--- src/common/plotter_pkg.sv ---
package plotter_pkg;

  // ************************************************************
  // widths and basic types
  // ************************************************************
  localparam int coord_w = 12;                      // screen coordinate width

  typedef logic signed [coord_w-1:0] coord_t;       // signed so the clip test sees negatives
  typedef logic [3:0]                aux_t;         // pixel writer function code

  // pixel writer function codes
  localparam aux_t aux_pxwri         = 4'd1;        // write pixel
  localparam aux_t aux_rst_pxwri_m   = 4'd10;       // reset write collision counter
  localparam aux_t aux_rst_pxpaste_m = 4'd11;       // reset paste collision counter
  localparam aux_t aux_dstrwdth      = 4'd12;       // destination raster width
  localparam aux_t aux_srcrwdth      = 4'd13;       // source raster width
  localparam aux_t aux_dstmaddr      = 4'd14;       // destination base address
  localparam aux_t aux_srcmaddr      = 4'd15;       // source base address

  // ************************************************************
  // command word opcodes
  // ************************************************************
  localparam logic [1:0] kind_x = 2'b10;            // load x[idx]
  localparam logic [1:0] kind_y = 2'b11;            // load y[idx]

  localparam logic [7:0] op_idx4_mask = 8'hFC;      // groups of four with the low 2 bits free
  localparam logic [7:0] op_pair_mask = 8'hFE;      // groups of two
  localparam logic [7:0] op_draw_mask = 8'hE0;      // draw range 00..1F

  localparam logic [7:0] op_dstmaddr  = 8'h7C;      // 7C..7F
  localparam logic [7:0] op_srcmaddr  = 8'h78;      // 78..7B
  localparam logic [7:0] op_rwdth     = 8'h70;      // 70..73 where bit0 picks dst or src
  localparam logic [7:0] op_clip      = 8'h5C;      // 5C..5F
  localparam logic [7:0] op_rst_m     = 8'h5A;      // 5A paste, 5B write
  localparam logic [7:0] op_draw      = 8'h00;      // shape in bits 2:0, fill in bit 3

  localparam logic [2:0] shape_rect   = 3'd2;       // only shape with an engine

  // coordinate load view with kind, index and 12-bit value
  typedef struct packed {
    logic [1:0]         kind;
    logic [1:0]         idx;
    logic [coord_w-1:0] value;
  } coord_load_t;

  // operation view with opcode byte and data byte
  typedef struct packed {
    logic [7:0] opcode;
    logic [7:0] data;
  } op_word_t;

  typedef union packed {
    coord_load_t load;
    op_word_t    op;
  } cmd_word_t;

  // ************************************************************
  // draw side
  // ************************************************************
  typedef struct packed {
    aux_t       aux;                                // 35:32
    logic [7:0] color;                              // 31:24 color or mode byte
    coord_t     y;                                  // 23:12
    coord_t     x;                                  // 11:0
  } draw_cmd_t;

  typedef struct packed {
    coord_t     x0;                                 // start corner
    coord_t     y0;
    coord_t     x1;                                 // end corner
    coord_t     y1;
    logic       fill;                               // 0 = outline only
    logic [7:0] color;
    coord_t     max_x;                              // clip window from the origin
    coord_t     max_y;
  } rect_job_t;

endpackage

--- src/draw_cmd_out.sv ---
`timescale 1ns/1ps

module draw_cmd_out (
  input  logic                   clk,
  input  logic                   reset,
  input  plotter_pkg::draw_cmd_t reg_cmd,
  input  plotter_pkg::draw_cmd_t pix_cmd,
  input  logic                   reg_valid,
  input  logic                   pix_valid,
  input  logic                   draw_busy,
  output logic                   out_ready,
  output plotter_pkg::draw_cmd_t draw_cmd,
  output logic                   draw_cmd_rdy
);
  import plotter_pkg::*;

  draw_cmd_t src_cmd;                               // selected producer
  logic      full;                                  // slot holds a command
  logic      take;                                  // pixel writer consumes this edge
  logic      load;

  assign take      = full && !draw_busy;
  assign out_ready = !full || take;                 // empty or emptying now
  assign load      = out_ready && (reg_valid || pix_valid);
  assign src_cmd   = pix_valid ? pix_cmd : reg_cmd; // never both valid

  always_ff @(posedge clk or posedge reset) begin
    if (reset) begin
      full <= 1'b0;
    end else if (load) begin
      full <= 1'b1;                                 // reload in the same cycle as take
    end else if (take) begin
      full <= 1'b0;
    end
  end

  always_ff @(posedge clk) begin
    if (load) draw_cmd <= src_cmd;
  end

  assign draw_cmd_rdy = full;

endmodule

--- config.mk ---
export PLATFORM = sky130hd
export DESIGN_NAME = draw_cmd_out
export DESIGN_NICKNAME = d
export VERILOG_FILES = /design/src/common/plotter_pkg.sv /design/src/draw_cmd_out.sv
export SDC_FILE = /design/constraint.sdc
export NUM_CORES = 1
export LEC_CHECK = 0
export ABC_AREA = 1
export BUFFER_PORTS_ARGS = -buffer_cell sky130_fd_sc_hd__buf_4
export CORE_MARGIN = 2
export CORE_UTILIZATION = 40
export CTS_CLUSTER_DIAMETER = 50
export DETAILED_ROUTE_END_ITERATION = 10
export PLACE_DENSITY = 0.86
export SYNTH_ARGS = -nofsm -noshare
export SYNTH_HDL_FRONTEND = slang
export SYNTH_SLANG_ARGS = --single-unit
--- constraint.sdc ---
create_clock -name clk -period 3.1 [get_ports clk]
set_input_delay 0.31 -clock clk [delete_from_list [all_inputs] [get_ports clk]]
set_output_delay 0.31 -clock clk [all_outputs]
set_load 0.005 [all_outputs]
==> metrics.yaml <==
cts:
  numCtsBuffers: 5
  cts_tree: "built"
  htree_levels: 2
  clock_path_buffers: 2
  clk_pin_slew_worst_paths_ns: 0.06
  insertion_delay_ns: 0.28
  clock-sinks: 37
  ctsRootBufferMaster: "clkbuf_8"
sta:
  finClkSkew_ns: 0.00533
  finalHoldViolCount: 0
  timing.final.crit_share: 0.543
  tns_ns: 0
  slew-limit-headroom: 0.336
  worst_slew_pin_slew_ns: 0.993
  rsz0062_at_grt: "no"
  maxSlewViolCount: 0
  fin_crit_ns: 1.68
  setup_viol: 0
  fmax_mhz: 594
hold_path:
  hold_class: "primary input to flip-flop"
  whs_path_depth: 3
setup_path:
  crit_arrival_ns: 1.58
  crit_slowest_cell: "nor2_4"
  start_kind: "primary input"
  critPathKind: "primary input to flip-flop"
  worst-r2r-setup-slack_ns: 1.42
  cp_num_cells: 3
  cp_cell_sequence: "buf_4, nor2_1, nor2_4"
  crit_fanout: 38
  rr_endpoint: "draw_cmd[32]"
  worstPathRequired_ns: 3.00
  critical_path_buf_inv_count: 1
  crit_start: "pix_valid"
  slowest_delay_ns: 0.80
  path_delay_family: "simple AND/OR/NAND/NOR gates"
  cp-endpoint: "draw_cmd[32]"
  cp-end-kind: "flip-flop"
  rr_startpoint: "draw_cmd_rdy"
  reg2regPathDepth: 3
global_route:
  antenna_found_initial: 0
  overflow: 0
  grt_pass1_wl_um: 5580
  grt_util_all_layers: 0.171
  grt_max_degree: 39
  grt_pass1_vias: 1321
final_layout:
  design_area_mm2: 0.00255
  n_antenna_cell: 0
  nets: 351
  drive_gt1_frac: 0.447
  area_delta_synth_final_pct: 58.4
  nFillCells: 347
floorplanning:
  core_area_mm2: 0.00394
  die-area_mm2: 0.00454
  dieWidth_um: 67.4
  start_util: 0.408
  row_count: 23
  die_h_um: 67.4
  pin_count: 115
yosys:
  synth_top_family_by_area: "simple AND/OR/NAND/NOR gates"
  avgSynthCellArea_um2: 10.1
  syn-num-nets: 236
  synth-simple-area-share: 0.261
  synthAdderAreaFrac: 0
  synthCells: 159
  seq_area_frac_synth: 0.688
  ys.warnings.count: 0
  synth.area.mux_share: 0
  synth-compound-area-share: 0
  synthesis.area_mm2: 0.00161
  ys_ff_latch: 37
  ys_types: 9
  synthXorXnorAreaFrac: 0
pwr:
  powerDensity_mw_per_mm2: 438
  vdd_drop_max_uv: 250
  p_leak_uw: 0.00130
routing:
  drc: 0
  drtIter0Drc: 128
  postRouteAntennaNets: 0
  first_pass_iters: 4
  wl_um: 3900
  vias_per_cell: 4.53
  num_vias: 1464
  wl_per_cell_um: 12.1
placed_design:
  gp_congestion: 0.705
  portBuffers: 114
  place_area_mm2: 0.00246
run_status:
  status: "complete, no violations"
run:
  drv_cap: 0
==> Yosys cell counts <==
cell      count  area, um^2
buf_8         3        45.0
buf_2         2        10.0
edfxtp_1     36        1080
nor2_1        2        7.51
nand2_1     110         413
buf_4         2        15.0
inv_1         2        7.51
inv_2         1        3.75
dfrtp_1       1        25.0
==> cell families after synthesis <==
logic type             Yosys count
buffers and inverters           10
and+or+nand+nor                112
DFF                             37
==> tightest hold or removal path, stage by stage <==
cell	delay, ns
buf_4	0.08
nor2_1	0.06
nand2_1	0.06
==> cell usage in the layout (no fill, tap or decap) <==
cell and n:
nor2_1 1, nor2_4 1, dlygate4sd3_1 1, clkinv_2 1, nand2_1 110, dfrtp_1 1, clkbuf_8 5, inv_2 1
edfxtp_1 36, inv_1 2, buf_4 114
==> final cells by class <==
cell class                      instances  area [um^2]  share of cell area
Inverter                                3         11.3             0.00442
Tap cell                               50         62.6              0.0246
Clock inverter                          1         5.00             0.00196
Timing Repair Buffer                  115          866               0.340
Clock buffer                            5         68.8              0.0270
Sequential cell                        37         1110               0.434
Multi-Input combinational cell        112          428               0.168
==> worst min-delay path by stage <==
stage | start | endpoint | slack (ns)
floorplan | reset | draw_cmd_rdy | 0.04
global placement | reset | draw_cmd_rdy | 0.15
detailed placement | reset | draw_cmd_rdy | 0.16
CTS | reg_valid | draw_cmd_rdy | 0.26
global route | reg_valid | draw_cmd_rdy | 0.25
finish | reg_valid | draw_cmd_rdy | 0.26
==> sequential cells by signal (all words and copies together), names as in the netlist <==
register and flops:
draw_cmd 36, draw_cmd_rdy 1
==> per-stage QoR <==
step / hold slack [ns] / instances / setup slack [ns] / total power (uW) / utilization
detailed placement: 0.156 / 316 / 1.07 / 827 / 0.625
finish: 0.261 / 323 / 1.42 / 1120 / 0.646
global placement: 0.154 / 316 / 1.16 / 817 / 0.625
global route: 0.254 / 323 / 1.29 / 1170 / 0.646
CTS: 0.256 / 323 / 1.38 / 1130 / 0.646
floorplan: 0.0387 / 159 / 0.593 / 687 / -
==> per-layer routing <==
| metal | wire, um | vias up | track usage |
|---|---|---|---|
| li1 | - | 732 | - |
| met1 | 1360 | 651 | 0.162 |
| met2 | 2090 | 74 | 0.324 |
| met3 | 385 | 7 | 0.0700 |
| met4 | 61 | 0 | 0.0638 |
| met5 | 0 | - | 0 |
==> timing repair <==
action	CTS	global route
resized for setup	0	0
endpoints found under the hold margin	1	0
hold buffers	1	0
setup buffers	0	0
==> report_power, final <==
part | total (uW) | internal (uW) | switching (uW) | leakage (uW)
Sequential | 610 | 599 | 10.9 | 0.000362
Combinational | 204 | 121 | 83.2 | 0.000895
Clock | 302 | 148 | 154 | 0.0000399
Total | 1120 | 868 | 248 | 0.00130
No activity file was read; power rests on OpenSTA's default activity.
