**config.mk**
```make
export PLATFORM = sky130hd
export DESIGN_NAME = cmd_decoder
export DESIGN_NICKNAME = d
export VERILOG_FILES = /design/src/common/plotter_pkg.sv /design/src/geometry/cmd_decoder.sv
export SDC_FILE = /design/constraint.sdc
export NUM_CORES = 1
export LEC_CHECK = 0
export BUFFER_PORTS_ARGS = -buffer_cell sky130_fd_sc_hd__buf_2
export CAP_MARGIN = 20
export CORE_ASPECT_RATIO = 0.8
export CORE_MARGIN = 2
export CORE_UTILIZATION = 50
export CTS_CLUSTER_SIZE = 12
export DETAILED_ROUTE_END_ITERATION = 8
export GPL_TIMING_DRIVEN = 0
export PLACE_DENSITY = 0.75
export SETUP_SLACK_MARGIN = 0.3
export SYNTH_ARGS = -nofsm -noshare
export SYNTH_HDL_FRONTEND = slang
export SYNTH_SLANG_ARGS = --single-unit
```
**constraint.sdc**
```tcl
create_clock -name clk -period 4.4 [get_ports clk]
set_input_delay 0.66 -clock clk [delete_from_list [all_inputs] [get_ports clk]]
set_output_delay 0.66 -clock clk [all_outputs]
set_load 0.02 [all_outputs]
```
**src/common/plotter_pkg.sv**
```systemverilog
package plotter_pkg;

  // ************************************************************
  // widths and basic types
  // ************************************************************
  localparam int coord_w = 12;                      // screen coordinate width

  typedef logic signed [coord_w-1:0] coord_t;       // signed so the clip test sees negatives
  typedef logic [3:0]                aux_t;         // pixel writer function code

  // pixel writer function codes
  localparam aux_t aux_pxwri         = 4'd1;        // write pixel
  localparam aux_t aux_rst_pxwri_m   = 4'd10;       // reset write collision counter
  localparam aux_t aux_rst_pxpaste_m = 4'd11;       // reset paste collision counter
  localparam aux_t aux_dstrwdth      = 4'd12;       // destination raster width
  localparam aux_t aux_srcrwdth      = 4'd13;       // source raster width
  localparam aux_t aux_dstmaddr      = 4'd14;       // destination base address
  localparam aux_t aux_srcmaddr      = 4'd15;       // source base address

  // ************************************************************
  // command word opcodes
  // ************************************************************
  localparam logic [1:0] kind_x = 2'b10;            // load x[idx]
  localparam logic [1:0] kind_y = 2'b11;            // load y[idx]

  localparam logic [7:0] op_idx4_mask = 8'hFC;      // groups of four with the low 2 bits free
  localparam logic [7:0] op_pair_mask = 8'hFE;      // groups of two
  localparam logic [7:0] op_draw_mask = 8'hE0;      // draw range 00..1F

  localparam logic [7:0] op_dstmaddr  = 8'h7C;      // 7C..7F
  localparam logic [7:0] op_srcmaddr  = 8'h78;      // 78..7B
  localparam logic [7:0] op_rwdth     = 8'h70;      // 70..73 where bit0 picks dst or src
  localparam logic [7:0] op_clip      = 8'h5C;      // 5C..5F
  localparam logic [7:0] op_rst_m     = 8'h5A;      // 5A paste, 5B write
  localparam logic [7:0] op_draw      = 8'h00;      // shape in bits 2:0, fill in bit 3

  localparam logic [2:0] shape_rect   = 3'd2;       // only shape with an engine

  // coordinate load view with kind, index and 12-bit value
  typedef struct packed {
    logic [1:0]         kind;
    logic [1:0]         idx;
    logic [coord_w-1:0] value;
  } coord_load_t;

  // operation view with opcode byte and data byte
  typedef struct packed {
    logic [7:0] opcode;
    logic [7:0] data;
  } op_word_t;

  typedef union packed {
    coord_load_t load;
    op_word_t    op;
  } cmd_word_t;

  // ************************************************************
  // draw side
  // ************************************************************
  typedef struct packed {
    aux_t       aux;                                // 35:32
    logic [7:0] color;                              // 31:24 color or mode byte
    coord_t     y;                                  // 23:12
    coord_t     x;                                  // 11:0
  } draw_cmd_t;

  typedef struct packed {
    coord_t     x0;                                 // start corner
    coord_t     y0;
    coord_t     x1;                                 // end corner
    coord_t     y1;
    logic       fill;                               // 0 = outline only
    logic [7:0] color;
    coord_t     max_x;                              // clip window from the origin
    coord_t     max_y;
  } rect_job_t;

endpackage

```
**src/geometry/cmd_decoder.sv**
```systemverilog
`timescale 1ns/1ps

module cmd_decoder (
  input  logic                   clk,
  input  logic                   reset,
  input  plotter_pkg::cmd_word_t head,
  input  logic                   empty,
  input  logic                   out_ready,
  input  logic                   rect_busy,
  output logic                   pop,
  output logic                   load_cmd,
  output plotter_pkg::draw_cmd_t reg_cmd,
  output logic                   reg_valid,
  output plotter_pkg::rect_job_t rect_job,
  output logic                   start
);
  import plotter_pkg::*;

  coord_t     x [4];                                // corner registers x0..x3
  coord_t     y [4];                                // corner registers y0..y3
  coord_t     max_x;                                // clip window
  coord_t     max_y;

  logic [7:0] op;                                   // opcode byte of head word
  logic [7:0] d;                                    // data byte of head word
  logic [1:0] sel;                                  // corner used by a register command
  logic [1:0] clip_sel;                             // 5F -> 0 ... 5C -> 3
  logic       is_load;
  logic       is_clip;
  logic       is_rect;
  logic       has_out;                              // word produces a draw command
  logic       can_take;

  assign op       = head.op.opcode;
  assign d        = head.op.data;
  assign clip_sel = ~op[1:0];
  assign sel      = ((op & op_idx4_mask) == op_rwdth) ? {1'b1, ~op[1]} : op[1:0];

  // ************************************************************
  // opcode decode
  // ************************************************************
  always_comb begin
    is_load       = 1'b0;
    is_clip       = 1'b0;
    is_rect       = 1'b0;
    has_out       = 1'b1;
    reg_cmd.aux   = '0;
    reg_cmd.color = d;                              // mode byte comes straight from data
    reg_cmd.y     = y[sel];
    reg_cmd.x     = x[sel];
    if (head.load.kind == kind_x || head.load.kind == kind_y) begin
      is_load = 1'b1;
      has_out = 1'b0;
    end else if ((op & op_idx4_mask) == op_dstmaddr) begin
      reg_cmd.aux = aux_dstmaddr;
    end else if ((op & op_idx4_mask) == op_srcmaddr) begin
      reg_cmd.aux = aux_srcmaddr;
    end else if ((op & op_idx4_mask) == op_rwdth) begin
      reg_cmd.aux = op[0] ? aux_dstrwdth : aux_srcrwdth;   // 73/71 dst, 72/70 src
    end else if ((op & op_idx4_mask) == op_clip) begin
      is_clip = 1'b1;
      has_out = 1'b0;
    end else if ((op & op_pair_mask) == op_rst_m) begin
      reg_cmd.aux = op[0] ? aux_rst_pxwri_m : aux_rst_pxpaste_m;
      reg_cmd.y   = {d, d[7:4]};                    // mask color spread over y
      reg_cmd.x   = {4'h0, d[3:0], d[7:4]};
    end else begin
      has_out = 1'b0;                               // draw ops and unknown words
      is_rect = ((op & op_draw_mask) == op_draw) && (op[2:0] == shape_rect);
    end
  end

  // hold off everything while a rectangle runs so output order is kept
  assign can_take  = !empty && !rect_busy;
  assign reg_valid = can_take && has_out;
  assign pop       = can_take && (out_ready || !has_out);
  assign load_cmd  = ~rect_busy;

  // ************************************************************
  // coordinate and clip registers
  // ************************************************************
  always_ff @(posedge clk or posedge reset) begin
    if (reset) begin
      for (int i = 0; i < 4; i++) begin
        x[i] <= '0;
        y[i] <= '0;
      end
      max_x <= '0;
      max_y <= '0;
      start <= 1'b0;
    end else begin
      start <= pop && is_rect;                      // one-cycle launch after the pop
      if (pop && is_load) begin
        if (head.load.kind == kind_x) x[head.load.idx] <= head.load.value;
        else                          y[head.load.idx] <= head.load.value;
      end
      if (pop && is_clip) begin
        max_x <= x[clip_sel];
        max_y <= y[clip_sel];
      end
    end
  end

  // job snapshot taken when a rectangle is popped
  always_ff @(posedge clk) begin
    if (pop && is_rect) begin
      rect_job.x0    <= x[0];
      rect_job.y0    <= y[0];
      rect_job.x1    <= x[1];
      rect_job.y1    <= y[1];
      rect_job.fill  <= op[3];
      rect_job.color <= d;
      rect_job.max_x <= max_x;
      rect_job.max_y <= max_y;
    end
  end

endmodule

```
==> flow_summary.json <==
{
  "slew_headroom_pct": 39.1,
  "dp_hpwl_um": 15900,
  "worst-path-buf-inv": 5,
  "ys_seq_area_share_pct": 61.0,
  "grt_max_degree": 90,
  "fmax_mhz": 317,
  "p_per_area_nw_per_um2": 437,
  "cp_slowest_cell": "clkbuf_1",
  "wl_per_cell_um": 23.2,
  "p_comb_share_pct": 14.4,
  "drive_gt1_share_pct": 47.6,
  "port_buffers": 140,
  "maxCapViolCount": 0,
  "hp-class": "in2async",
  "drt-total-wl_um": 22900,
  "synth_cell_type_count": 43,
  "fin_ws_ps": 1250,
  "critPathKind": "in2out",
  "dr_total_vias": 6022,
  "cts_buffers": 21,
  "post-route-drc-count": 0,
  "synthFlopType": "dfrtp_1",
  "grt_overflow": 0,
  "crit_family": "buffers and inverters",
  "antenna_found_initial": 0,
  "htreeDepth": 1,
  "cts_tree": "built",
  "cp_cell_sequence": "buf_2, buf_2, buf_4, nand3_1, clkbuf_1, o21ai_0, o21ai_0, buf_2",
  "postCtsSetupBuffers": 0,
  "viasPerCell": 6.09,
  "min_period_ps": 3150,
  "clkLatencyLatePin_ps": 500,
  "gp_congestion": 0.918,
  "insertedDiodeCount": 0,
  "rsz0062_at_grt": "false",
  "yosys.cell_count.top_type": "dfrtp_1",
  "finish.utilization_pct": 61.0,
  "slew_viol_final": 0,
  "grt_pass1_wl_um": 34500,
  "synth_cells": 582,
  "grtUsageTotal_pct": 23.8,
  "clk_pin_slew_ps": 60,
  "synth_top_area_share_pct": 33.8,
  "syn_area_um2": 8950,
  "hold_viol_final": 0,
  "synth_nets": 603,
  "switching_power_mw": 1.21,
  "p_clk_share_pct": 34.6,
  "power.leakage_nw": 4.75,
  "path_common_cell": "buf_2",
  "grt_pass1_vias": 5852,
  "core_um2": 17400,
  "avgSynthCellArea_um2": 15.4,
  "drt_iter0_markers": 646,
  "tightest_slew_ps": 911,
  "rows": 43,
  "num-fill-cells": 1351,
  "netlist_top_cells_area": "dfrtp_1, edfxtp_1, mux2_2",
  "yosysWarnings": 0,
  "die_x_um": 154,
  "drtAntennaViolNets": 0,
  "start_kind": "primary input",
  "critPathRequiredTime_ps": 3740,
  "cts_sinks": 202,
  "cpPeakStageDelay_ps": 490,
  "power_frac_seq_pct": 51.0,
  "pre_cts_slack_ps": 957,
  "endpoint_kind": "output port",
  "fin_worst_skew_ps": 8.97,
  "sw_frac_of_total_pct": 26.0,
  "die_y_um": 124,
  "synthToLayoutAreaGrowth_pct": 18.8,
  "cellInternalPower_mw": 3.44,
  "max-vdd-ir-drop_uv": 247,
  "dieArea_um2": 19000,
  "hold_buffers": 0,
  "synth_edf_count": 81,
  "synth_commonest_cells": "dfrtp_1, mux2_2, edfxtp_1",
  "root_buffer": "clkbuf_16",
  "setup_viol": 0,
  "io_pins": 142,
  "clk_path_buf_depth": 3,
  "crit_arrival_ps": 2490,
  "start_util_pct": 51.4,
  "finalCritPeriodShare_pct": 71.6,
  "async_flop_share_pct": 59.9,
  "post_cts_resized": 0,
  "nets": 770,
  "status": "completed",
  "crit_fanout": 10,
  "dr.pass1.iters": 6,
  "synth_top_area_cell": "dfrtp_1",
  "synth_seq_cells": 202
}
stage by stage:
step	hold slack (ps)	instances	power (mW)	area [um2]	TNS [ps]
after CTS	138	989	4.65	10600	0
after detailed placement	439	951	3.06	10000	0
after global routing	155	989	4.81	10600	0
final	131	989	4.65	10600	0
after global placement	437	947	3.00	9950	-115990
after floorplan	419	582	2.81	8960	0
flip-flops by register name, indices dropped and copies added (netlist names):
name and cells:
rect_job 81, x 48, y 48, max_x 12, max_y 12, start 1
power by group through the flow:
stage / Sequential (mW) / Clock (mW) / Combinational (mW)
final: 2.37 / 1.61 / 0.671
after global routing: 2.39 / 1.71 / 0.715
after CTS: 2.36 / 1.63 / 0.672
after detailed placement: 2.39 / 0 / 0.667
after global placement: 2.37 / 0 / 0.633
after floorplan: 2.31 / 0 / 0.501
final timing paths:
path,start,end,slack (ps),cells past startpoint
max,head[9],reg_cmd[13],1250,8
min in group clk,head[4],rect_job[28],370,1
min reg2reg,max_x[9],rect_job[21],450,0
max reg2reg,x[38],max_x[2],3040,2
min,reset,start,130,2
max in group asynchronous,reset,y[45],3530,3
worst reg2reg max path, stage by stage, from the launching register on:
cell     delay [ps]
dfrtp_1         430
mux4_2          520
mux2_4          290
placed cells by master, fill, tap and decap left out, drive strengths merged, types with 16 or more instances in the layout:
cell and count:
buf 185, clkbuf 44, dfrtp 121, edfxtp 81
mux2 123, mux2i 21, mux4 24, nand2 16
o21ai 43, o22ai 17
metal layers:
layer	routed length [um]	GRT usage, %	vias up
met5	0	0	-
met4	590	7.22	0
met3	2210	4.66	49
met2	10500	36.8	354
met1	9660	34.8	3066
li1	-	-	2553
cell families (layout without fill, tap and decap cells):
kind of cell | Yosys count | after routing | synth area share [%]
muxes | 168 | 168 | 24.7
buffers and inverters | 56 | 238 | 3.59
DFF | 202 | 202 | 61.0
and+or+nand+nor | 54 | 54 | 3.42
AOI/OAI and AO/OA | 102 | 102 | 7.30
final cells by class:
type                    count  area (um2)  share of cell area [%]
clock inverters             3        22.5                   0.212
flip-flops and latches    202        5460                    51.3
plain buffers              50         299                    2.81
repair buffers            144         773                    7.27
well taps                 225         282                    2.65
inverters                   6        27.5                   0.259
clock buffers              35         588                    5.53
multi-input cells         324        3180                    29.9
Power figures use the tool's default switching activity.
