[src/common/plotter_pkg.sv]
package plotter_pkg;

  // ************************************************************
  // widths and basic types
  // ************************************************************
  localparam int coord_w = 12;                      // screen coordinate width

  typedef logic signed [coord_w-1:0] coord_t;       // signed so the clip test sees negatives
  typedef logic [3:0]                aux_t;         // pixel writer function code

  // pixel writer function codes
  localparam aux_t aux_pxwri         = 4'd1;        // write pixel
  localparam aux_t aux_rst_pxwri_m   = 4'd10;       // reset write collision counter
  localparam aux_t aux_rst_pxpaste_m = 4'd11;       // reset paste collision counter
  localparam aux_t aux_dstrwdth      = 4'd12;       // destination raster width
  localparam aux_t aux_srcrwdth      = 4'd13;       // source raster width
  localparam aux_t aux_dstmaddr      = 4'd14;       // destination base address
  localparam aux_t aux_srcmaddr      = 4'd15;       // source base address

  // ************************************************************
  // command word opcodes
  // ************************************************************
  localparam logic [1:0] kind_x = 2'b10;            // load x[idx]
  localparam logic [1:0] kind_y = 2'b11;            // load y[idx]

  localparam logic [7:0] op_idx4_mask = 8'hFC;      // groups of four with the low 2 bits free
  localparam logic [7:0] op_pair_mask = 8'hFE;      // groups of two
  localparam logic [7:0] op_draw_mask = 8'hE0;      // draw range 00..1F

  localparam logic [7:0] op_dstmaddr  = 8'h7C;      // 7C..7F
  localparam logic [7:0] op_srcmaddr  = 8'h78;      // 78..7B
  localparam logic [7:0] op_rwdth     = 8'h70;      // 70..73 where bit0 picks dst or src
  localparam logic [7:0] op_clip      = 8'h5C;      // 5C..5F
  localparam logic [7:0] op_rst_m     = 8'h5A;      // 5A paste, 5B write
  localparam logic [7:0] op_draw      = 8'h00;      // shape in bits 2:0, fill in bit 3

  localparam logic [2:0] shape_rect   = 3'd2;       // only shape with an engine

  // coordinate load view with kind, index and 12-bit value
  typedef struct packed {
    logic [1:0]         kind;
    logic [1:0]         idx;
    logic [coord_w-1:0] value;
  } coord_load_t;

  // operation view with opcode byte and data byte
  typedef struct packed {
    logic [7:0] opcode;
    logic [7:0] data;
  } op_word_t;

  typedef union packed {
    coord_load_t load;
    op_word_t    op;
  } cmd_word_t;

  // ************************************************************
  // draw side
  // ************************************************************
  typedef struct packed {
    aux_t       aux;                                // 35:32
    logic [7:0] color;                              // 31:24 color or mode byte
    coord_t     y;                                  // 23:12
    coord_t     x;                                  // 11:0
  } draw_cmd_t;

  typedef struct packed {
    coord_t     x0;                                 // start corner
    coord_t     y0;
    coord_t     x1;                                 // end corner
    coord_t     y1;
    logic       fill;                               // 0 = outline only
    logic [7:0] color;
    coord_t     max_x;                              // clip window from the origin
    coord_t     max_y;
  } rect_job_t;

endpackage

[src/geometry/rect_engine.sv]
`timescale 1ns/1ps

module rect_engine (
  input  logic                   clk,
  input  logic                   reset,
  input  logic                   start,
  input  plotter_pkg::rect_job_t job,
  input  logic                   out_ready,
  output plotter_pkg::draw_cmd_t pix_cmd,
  output logic                   pix_valid,
  output logic                   rect_busy
);
  import plotter_pkg::*;

  rect_job_t job_q;                                 // latched job
  coord_t    xdir;                                  // -1, 0 or +1
  coord_t    ydir;
  coord_t    cx;                                    // current candidate pixel
  coord_t    cy;
  logic      running;
  logic      visible;                               // candidate inside clip window
  logic      advance;                               // move to next candidate this edge
  logic      last_x;
  logic      last_y;
  logic      edge_row;                              // first or last row of the walk

  function automatic coord_t step_dir(input coord_t from, input coord_t to);
    if (to > from) return coord_t'(1);
    if (to < from) return coord_t'(-1);
    return '0;                                      // equal corners are never stepped
  endfunction

  // ************************************************************
  // walk control
  // ************************************************************
  assign last_x   = (cx == job_q.x1);
  assign last_y   = (cy == job_q.y1);
  assign edge_row = (cy == job_q.y0) || last_y;
  assign visible  = (cx >= 0) && (cx <= job_q.max_x) && (cy >= 0) && (cy <= job_q.max_y);
  assign advance  = running && (out_ready || !visible);   // clipped pixel costs a cycle

  always_ff @(posedge clk or posedge reset) begin
    if (reset) begin
      running <= 1'b0;
      cx      <= '0;
      cy      <= '0;
    end else if (start) begin
      running <= 1'b1;
      cx      <= job.x0;
      cy      <= job.y0;
    end else if (advance) begin
      if (last_x) begin                             // end of row reached
        cx <= job_q.x0;
        if (last_y) running <= 1'b0;
        else        cy      <= cy + ydir;
      end else if (!job_q.fill && !edge_row) begin
        cx <= job_q.x1;                             // outline rows jump to the far side
      end else begin
        cx <= cx + xdir;
      end
    end
  end

  always_ff @(posedge clk) begin
    if (start) begin
      job_q <= job;
      xdir  <= step_dir(job.x0, job.x1);
      ydir  <= step_dir(job.y0, job.y1);
    end
  end

  // ************************************************************
  // pixel output
  // ************************************************************
  assign pix_valid     = running && visible;
  assign pix_cmd.aux   = aux_pxwri;
  assign pix_cmd.color = job_q.color;
  assign pix_cmd.y     = cy;
  assign pix_cmd.x     = cx;
  assign rect_busy     = start || running;          // covers the launch cycle too

endmodule

[config.mk]
export PLATFORM = sky130hd
export DESIGN_NAME = rect_engine
export DESIGN_NICKNAME = d
export VERILOG_FILES = /design/src/common/plotter_pkg.sv /design/src/geometry/rect_engine.sv
export SDC_FILE = /design/constraint.sdc
export NUM_CORES = 1
export LEC_CHECK = 0
export ABC_AREA = 1
export BUFFER_PORTS_ARGS = -buffer_cell sky130_fd_sc_hd__buf_2
export CAP_MARGIN = 25
export CORE_MARGIN = 2
export CORE_UTILIZATION = 35
export DETAILED_ROUTE_END_ITERATION = 10
export SYNTH_ARGS = -nofsm -noshare
export SYNTH_HDL_FRONTEND = slang
export SYNTH_SLANG_ARGS = --single-unit
export TNS_END_PERCENT = 5
[constraint.sdc]
create_clock -name clk -period 2.6 [get_ports clk]
set_input_delay 0.26 -clock clk [delete_from_list [all_inputs] [get_ports clk]]
set_output_delay 0.26 -clock clk [all_outputs]
set_load 0.005 [all_outputs]
==> out/results.txt, run 1 <==
CP arrival = 2.21 ns
Cell Area, Synth = 7222 sq um
Area growth syn-to-layout = 18.00%
R2R depth = 12
peak supply drop = 0.3248 mV
Crit Reg-Reg Endpoint = cx[8]
drt wl/cell = 15.24 um
GRT Max-Usage Layer = met2
P_leak = 0.004130 uW
max-cap viol count = 0
NumNets Final = 1,107
met1 Use GR = 25.66%
routed vias = 5,802
Syn. warnings = 0
Area contributors post-synth = edfxtp_1 35%, ha_1 12%, nand2_1 11%, dfrtp_1 8.7%, inv_1 5.8%
M3 GR Usage = 2.531%
layout cell share with drive strength beyond 1 = 19.06%
Clock Sinks = 110
register area share after synthesis = 44.01%
Period Utilization, post-route = 94.99%
Min-Delay Path Class = in -> reg
most frequent cell after synthesis = nand2_1
global routing usage on met2 = 26.47%
syn_area_per_cell = 8.818 sq um
HP Start = job[29]
RSZ-0062 raised after global routing = false
worst skew pair latency = 0.36 ns
Worst setup SP type = flip-flop
Reg2Reg Setup Slack = 0.23 ns
I/O pin count = 123
Port Buffer Count = 118
CTS Buffer Depth = 2
master cell of the clock root buffer = clkbuf_16
setup ws final = 0.1302 ns
initial antenna violation count = 0
WP data required = 2.34 ns
Max-slew headroom = 64.40%
Final ANT Viol Nets = 0
Post-Route WL = 18.68 mm
Worst Hold End = pix_cmd[29]
ant diodes = 0
number of global-route vias before repair = 5,650
Slew @ Worst Pin = 0.5340 ns
skew final = 0.007986 ns
RD Place Congestion = 0.9208
Post-synth EDFFs = 85
initial core utilization = 35.69%
register bit total from synthesis = 110
Setup crit end kind = output pin
top post-synthesis cells by count = 213 x nand2_1, 112 x inv_1, 85 x edfxtp_1, 70 x ha_1, 50 x nor2_1
Final Util = 42.12%
drt drc = 0
1st-iter DRT viols = 396
Fin. Hold Viols = 0
Hold Path Depth = 1
Die X = 147.6 um
final setup fails = 0
Cell Rows = 52
HPWL after DPL = 14.79 mm
Cell Pwr Density = 758.8 nW/um^2
Mapped Cells = 819
RR Startpoint = cx[0]
path type of the worst setup path = reg -> out
DIE AREA = 21,800 sq um
drt via density = 4.736
share of the synthesized area in the top cell type = 35.34%
final max-slew violation count = 0
chip height = 147.6 um
gr ovfl total = 0
Synth area leader = edfxtp_1
first-pass GRT wire length = 29.64 mm
Setup Slack @ Placement = 0.2284 ns
largest net degree at the start of global routing = 64
dominant synthesized flop cell = edfxtp_1
post-layout min period = 2.470 ns
Unique masters post-synth = 44
TritonCTS Buffers = 9
Total GRT Usage = 17.38%
CTS tree = yes
peak fanout along the critical path = 3
status = finished, final reports clean
Clk pin slew, worst setup/hold paths = 0.08 ns
FFs w/ async S/R, synth = 22.73%
fmax = 404.9 MHz
H-tree depth = 3
Core ar. = 20,230 sq um
DRT Pass-1 Iters = 5
Fin Setup TNS = 0 ns
[cells by family (layout without fill, tap and decap cells)]
| logic type | after synthesis | in the layout | share of synthesized area, % |
|---|---|---|---|
| adders and majority gates | 72 | 72 | 12.68 |
| other | 2 | 4 | 0.1040 |
| and+or+nand+nor | 361 | 361 | 22.19 |
| muxes | 2 | 2 | 0.2772 |
| DFF | 110 | 110 | 44.01 |
| xor gates and xnor gates | 45 | 45 | 5.457 |
| buffers and inverters | 140 | 274 | 8.576 |
| AOI/OAI and AO/OA | 87 | 87 | 6.705 |
[how the worst max path moves through the flow]
stage / startpoint / end / cells past startpoint / slack, ns
after CTS: cx[7] / pix_valid / 12 / 0.01
after floorplan: xdir[10] / cx[8] / 11 / 0.56
final: cx[11] / pix_valid / 11 / 0.13
after detailed placement: cy[7] / cy[9] / 13 / 0.23
after global routing: cx[10] / pix_valid / 11 / 0.001
after global placement: cx[0] / cx[8] / 12 / 0.23
[layout make-up]
| type | instances | area (sq um) |
|---|---|---|
| Fill cell | 2023 | 11710 |
| Clock buffer | 9 | 225.2 |
| Timing Repair Buffer | 143 | 795.8 |
| Multi-Input combinational cell | 571 | 3437 |
| Sequential cell | 110 | 3188 |
| Tap cell | 270 | 337.8 |
| Clock inverter | 7 | 106.4 |
| Inverter | 115 | 431.7 |
[metrics by stage]
step	std cells	area, sq um	hold slack, ns	total power, uW
after global routing	1225	8522	0.06333	6957
after detailed placement	1200	8105	0.3527	4867
final	1225	8522	0.07203	6466
after CTS	1217	8447	0.06041	6438
after floorplan	821	7229	0.2873	4075
after global placement	1200	8105	0.3481	4855
[what timing repair did]
| item | CTS | global route |
|---|---|---|
| hold buffers | 1 | 0 |
| buffers inserted | 0 | 8 |
| setup endpoints to repair | 0 | 2 |
| gates resized for setup | 0 | 11 |
| endpoints found under the hold margin | 25 | 0 |
[routing by layer]
layer / up-vias / share of wire (%)
met5: - / 0
met4: 0 / 1.5
met3: 17 / 3.9
met2: 119 / 45
met1: 2675 / 50
li1: 2991 / -
[critical path, stage by stage (launching register included)]
cell,delay [ns]
dfrtp_1,0.43
ha_1,0.34
nand2_1,0.08
nor2_2,0.15
and2_1,0.14
nand2_1,0.07
nand4_1,0.08
nand2_1,0.07
nand2_2,0.13
nand3_1,0.10
nor2_1,0.14
buf_2,0.14
[registers in the layout, indices dropped and copies added (netlist names)]
register	cells
cx	12
cy	12
job_q	73
pix_cmd	8
running	1
xdir	2
ydir	2
[cell usage in the layout (no fill, tap or decap), types with 3 or more instances in the layout]
master	count
o21ai_0	24
inv_1	112
clkinv_4	3
ha_1	70
nand3b_1	3
buf_2	117
edfxtp_1	85
dfrtp_2	8
nor3_1	8
nor2_2	3
a21oi_1	37
nand3_1	36
xor2_1	9
a31oi_1	8
o21bai_1	5
nand2_4	3
nand2_1	212
dfrtp_1	17
nand4_1	37
nor2_1	49
clkbuf_16	9
conb_1	4
xnor2_1	36
buf_4	24
[power breakdown]
part | internal [uW] | leakage (uW) | switching, uW
logic | 1060 | 0.00285 | 1490
clock network | 862 | 0.000162 | 698
registers | 2130 | 0.00112 | 227
total | 4050 | 0.00413 | 2420
No activity file was read; power rests on OpenSTA's default activity.
==> inputs of run 2 (changes only) <==
--- a/config.mk
+++ b/config.mk
@@ -10,6 +10,7 @@
 export CAP_MARGIN = 25
 export CORE_MARGIN = 2
 export CORE_UTILIZATION = 35
+export CTS_BUF_LIST = sky130_fd_sc_hd__clkbuf_4
 export DETAILED_ROUTE_END_ITERATION = 10
 export SYNTH_ARGS = -nofsm -noshare
 export SYNTH_HDL_FRONTEND = slang
==> run 2 against run 1 <==
  * Clock-buffer cell count did not move
  * Wire length rose by 4.2%
  * Combinational power rose by 11%
  * Final area rose by 9.4%
  * Non-clock buffer count rose by 89
  * Critical path depth did not move
  * Fmax fell by 1.3%
  * Final cell count rose by 7.3%
==> out/results.txt, run 2 (synthesized netlist as in run 1, its figures left out) <==
status = finished, final reports clean
first-pass GRT wire length = 30.95 mm (+4.4%)
M3 GR Usage = 2.068% (-0.46 points)
RD Place Congestion = 0.9208 (unchanged)
DIE AREA = 21,800 sq um (unchanged)
WP data required = 2.34 ns (about the same)
most frequent cells in the layout = 209 x nand2_1, 117 x buf_2, 112 x inv_1, 85 x edfxtp_1, 82 x dlygate4sd3_1
worst skew pair latency = 0.51 ns (+0.15 ns)
Slew @ Worst Pin = 0.5422 ns (+0.008181 ns)
path type of the worst setup path = reg -> out
slowest CP cell = dfrtp_2
drt wl/cell = 14.80 um (-2.9%)
Top reg by flops = job_q
TritonCTS Buffers = 9 (unchanged)
RSZ-0062 raised after global routing = true
I/O pin count = 123 (unchanged)
Cell Pwr Density = 663.3 nW/um^2 (-13%)
skew final = 0.02522 ns (+0.01723 ns)
Final Util = 46.09% (+4.0 points)
Pwr Total = 6186 uW (-4.3%)
Total GRT Usage = 18.11% (+0.73 points)
Hold WS = 0.1115 ns (+0.03944 ns)
top flop regs = job_q: 73 flops, cx: 12 flops, cy: 12 flops
peak supply drop = 0.2534 mV (-22%)
Period Utilization, post-route = 96.26% (+1.3 points)
Fin. Hold Viols = 0 (unchanged)
HPWL after DPL = 14.79 mm (unchanged)
chip height = 147.6 um (unchanged)
routed vias = 6,147 (+5.9%)
H-tree depth = 3 (unchanged)
drt drc = 0 (unchanged)
met1 Use GR = 26.18% (+0.52 points)
Crit Reg-Reg Endpoint = cy[6]
NumNets Final = 1,196 (+8.0%)
1st-iter DRT viols = 439 (+11%)
master cell of the clock root buffer = clkbuf_4
drt via density = 4.675 (-1.3%)
global routing usage on met2 = 28.30% (+1.8 points)
Die X = 147.6 um (unchanged)
Critical Path Start = cx[11]
Setup crit end kind = output pin
post-layout min period = 2.503 ns (+0.03295 ns)
fmax = 399.6 MHz (-1.3%)
P_leak = 0.004429 uW (+7.2%)
Worst setup SP type = flip-flop
Area growth syn-to-layout = 29.14%
final max-slew violation count = 0 (unchanged)
Reg2Reg Setup Slack = 0.22 ns (about the same)
Core ar. = 20,230 sq um (unchanged)
Port Buffer Count = 118 (unchanged)
GRT Max-Usage Layer = met2
RR Startpoint = cx[7]
Cell Rows = 52 (unchanged)
worst path cell trace = ha_4 > nand2_1 > nor2_2 > and2_1 > nand2_1 > nand4_1 > nand2_2 > nand2_4 > nand3_2 > nor2_2 > buf_2
number of global-route vias before repair = 6,076 (+7.5%)
final setup fails = 0 (unchanged)
Min-Delay Path Class = in -> reg
CTS Buffer Depth = 2 (unchanged)
gr ovfl total = 0 (unchanged)
Worst Hold End = running
initial core utilization = 35.69% (unchanged)
Final ANT Viol Nets = 0 (unchanged)
CTS tree = yes
CP peak stage delay = 0.48 ns (+0.05 ns)
Clock Sinks = 110 (unchanged)
HP Start = out_ready
layout cell share with drive strength beyond 1 = 20.21% (+1.2 points)
CP arrival = 2.24 ns (+0.03 ns)
initial antenna violation count = 1 (+1)
peak fanout along the critical path = 3 (unchanged)
Largest register FFs = 73 (unchanged)
Hold Path Depth = 4 (+3)
DRT Pass-1 Iters = 8 (+3)
max-cap viol count = 0 (unchanged)
Max-slew headroom = 63.86% (-0.55 points)
largest net degree at the start of global routing = 64 (unchanged)
R2R depth = 12 (unchanged)
commonest non-fill, non-tap cell in the layout = nand2_1
Clk pin slew, worst setup/hold paths = 0.18 ns (+0.10 ns)
Post-Route WL = 19.47 mm (+4.2%)
## run 2: cell types whose count changed in the layout (fill, tap and decap cells not counted), moves of 8 or more
cell | before | now
dlygate4sd3_1 | 1 | 82
dfrtp_1 | 17 | 7
dfrtp_2 | 8 | 18
clkbuf_16 | 9 | 0
clkbuf_4 | 0 | 9
buf_4 | 24 | 32
## run 2: power by group
group | leakage (uW) | internal, uW | total [uW] | switching [uW]
sequential | 0.00111 | 2130 | 2320 | 185
clock | 0.0000926 | 405 | 1050 | 642
combinational | 0.00323 | 1220 | 2820 | 1600
total | 0.00443 | 3760 | 6190 | 2430
## run 2: final cells by class
| class | instances | area [sq um] |
|---|---|---|
| inverters | 115 | 431.7 |
| repair buffers | 232 | 1667 |
| fillers | 1981 | 10910 |
| clock buffers | 9 | 67.56 |
| diodes | 1 | 2.502 |
| clock inverters | 7 | 106.4 |
| well taps | 270 | 337.8 |
| flip-flops and latches | 110 | 3201 |
| multi-input cells | 571 | 3513 |
## run 2: repair_timing
action	CTS	global route
gates cloned	0	0
setup endpoints to repair	1	2
resized for setup	18	14
setup buffers	11	5
pin swaps	5	9
hold endpoints to repair	106	0
hold buffers	82	0
## run 2: worst max path at each step
stage | endpoint | slack (ns) | cells after the start
2_1_floorplan | cx[8] | 0.56 | 11
3_3_place_gp | cx[8] | 0.23 | 12
3_5_place_dp | cy[9] | 0.23 | 13
4_1_cts | pix_valid | 0.000003 | 12
5_1_grt | pix_valid | -0.03 | 13
6_report | pix_valid | 0.1 | 11
## run 2: per-stage QoR
stage	instance area, sq um	TNS, ns	cells	worst slack, ns
6_report	9326	0	1315	0.09728
2_1_floorplan	7229	0	821	0.5558
3_5_place_dp	8105	0	1200	0.2284
5_1_grt	9326	-0.03078	1315	-0.03078
4_1_cts	9223	0	1309	0.000003331
3_3_place_gp	8105	0	1200	0.2311
## run 2: layer usage
layer	wire, um	up-vias
li1	-	3168
met1	9524	2837
met2	8847	122
met3	733	20
met4	361	0
met5	0	-
## run 2: critical path: cells and delay by family, from the launching register on
kind | cells | cell delay, ns
adder cells (fa/ha/maj) | 1 | 0.29
AND/OR/NAND/NOR | 9 | 0.84
flip-flops | 1 | 0.48
buffers and inverters | 1 | 0.12
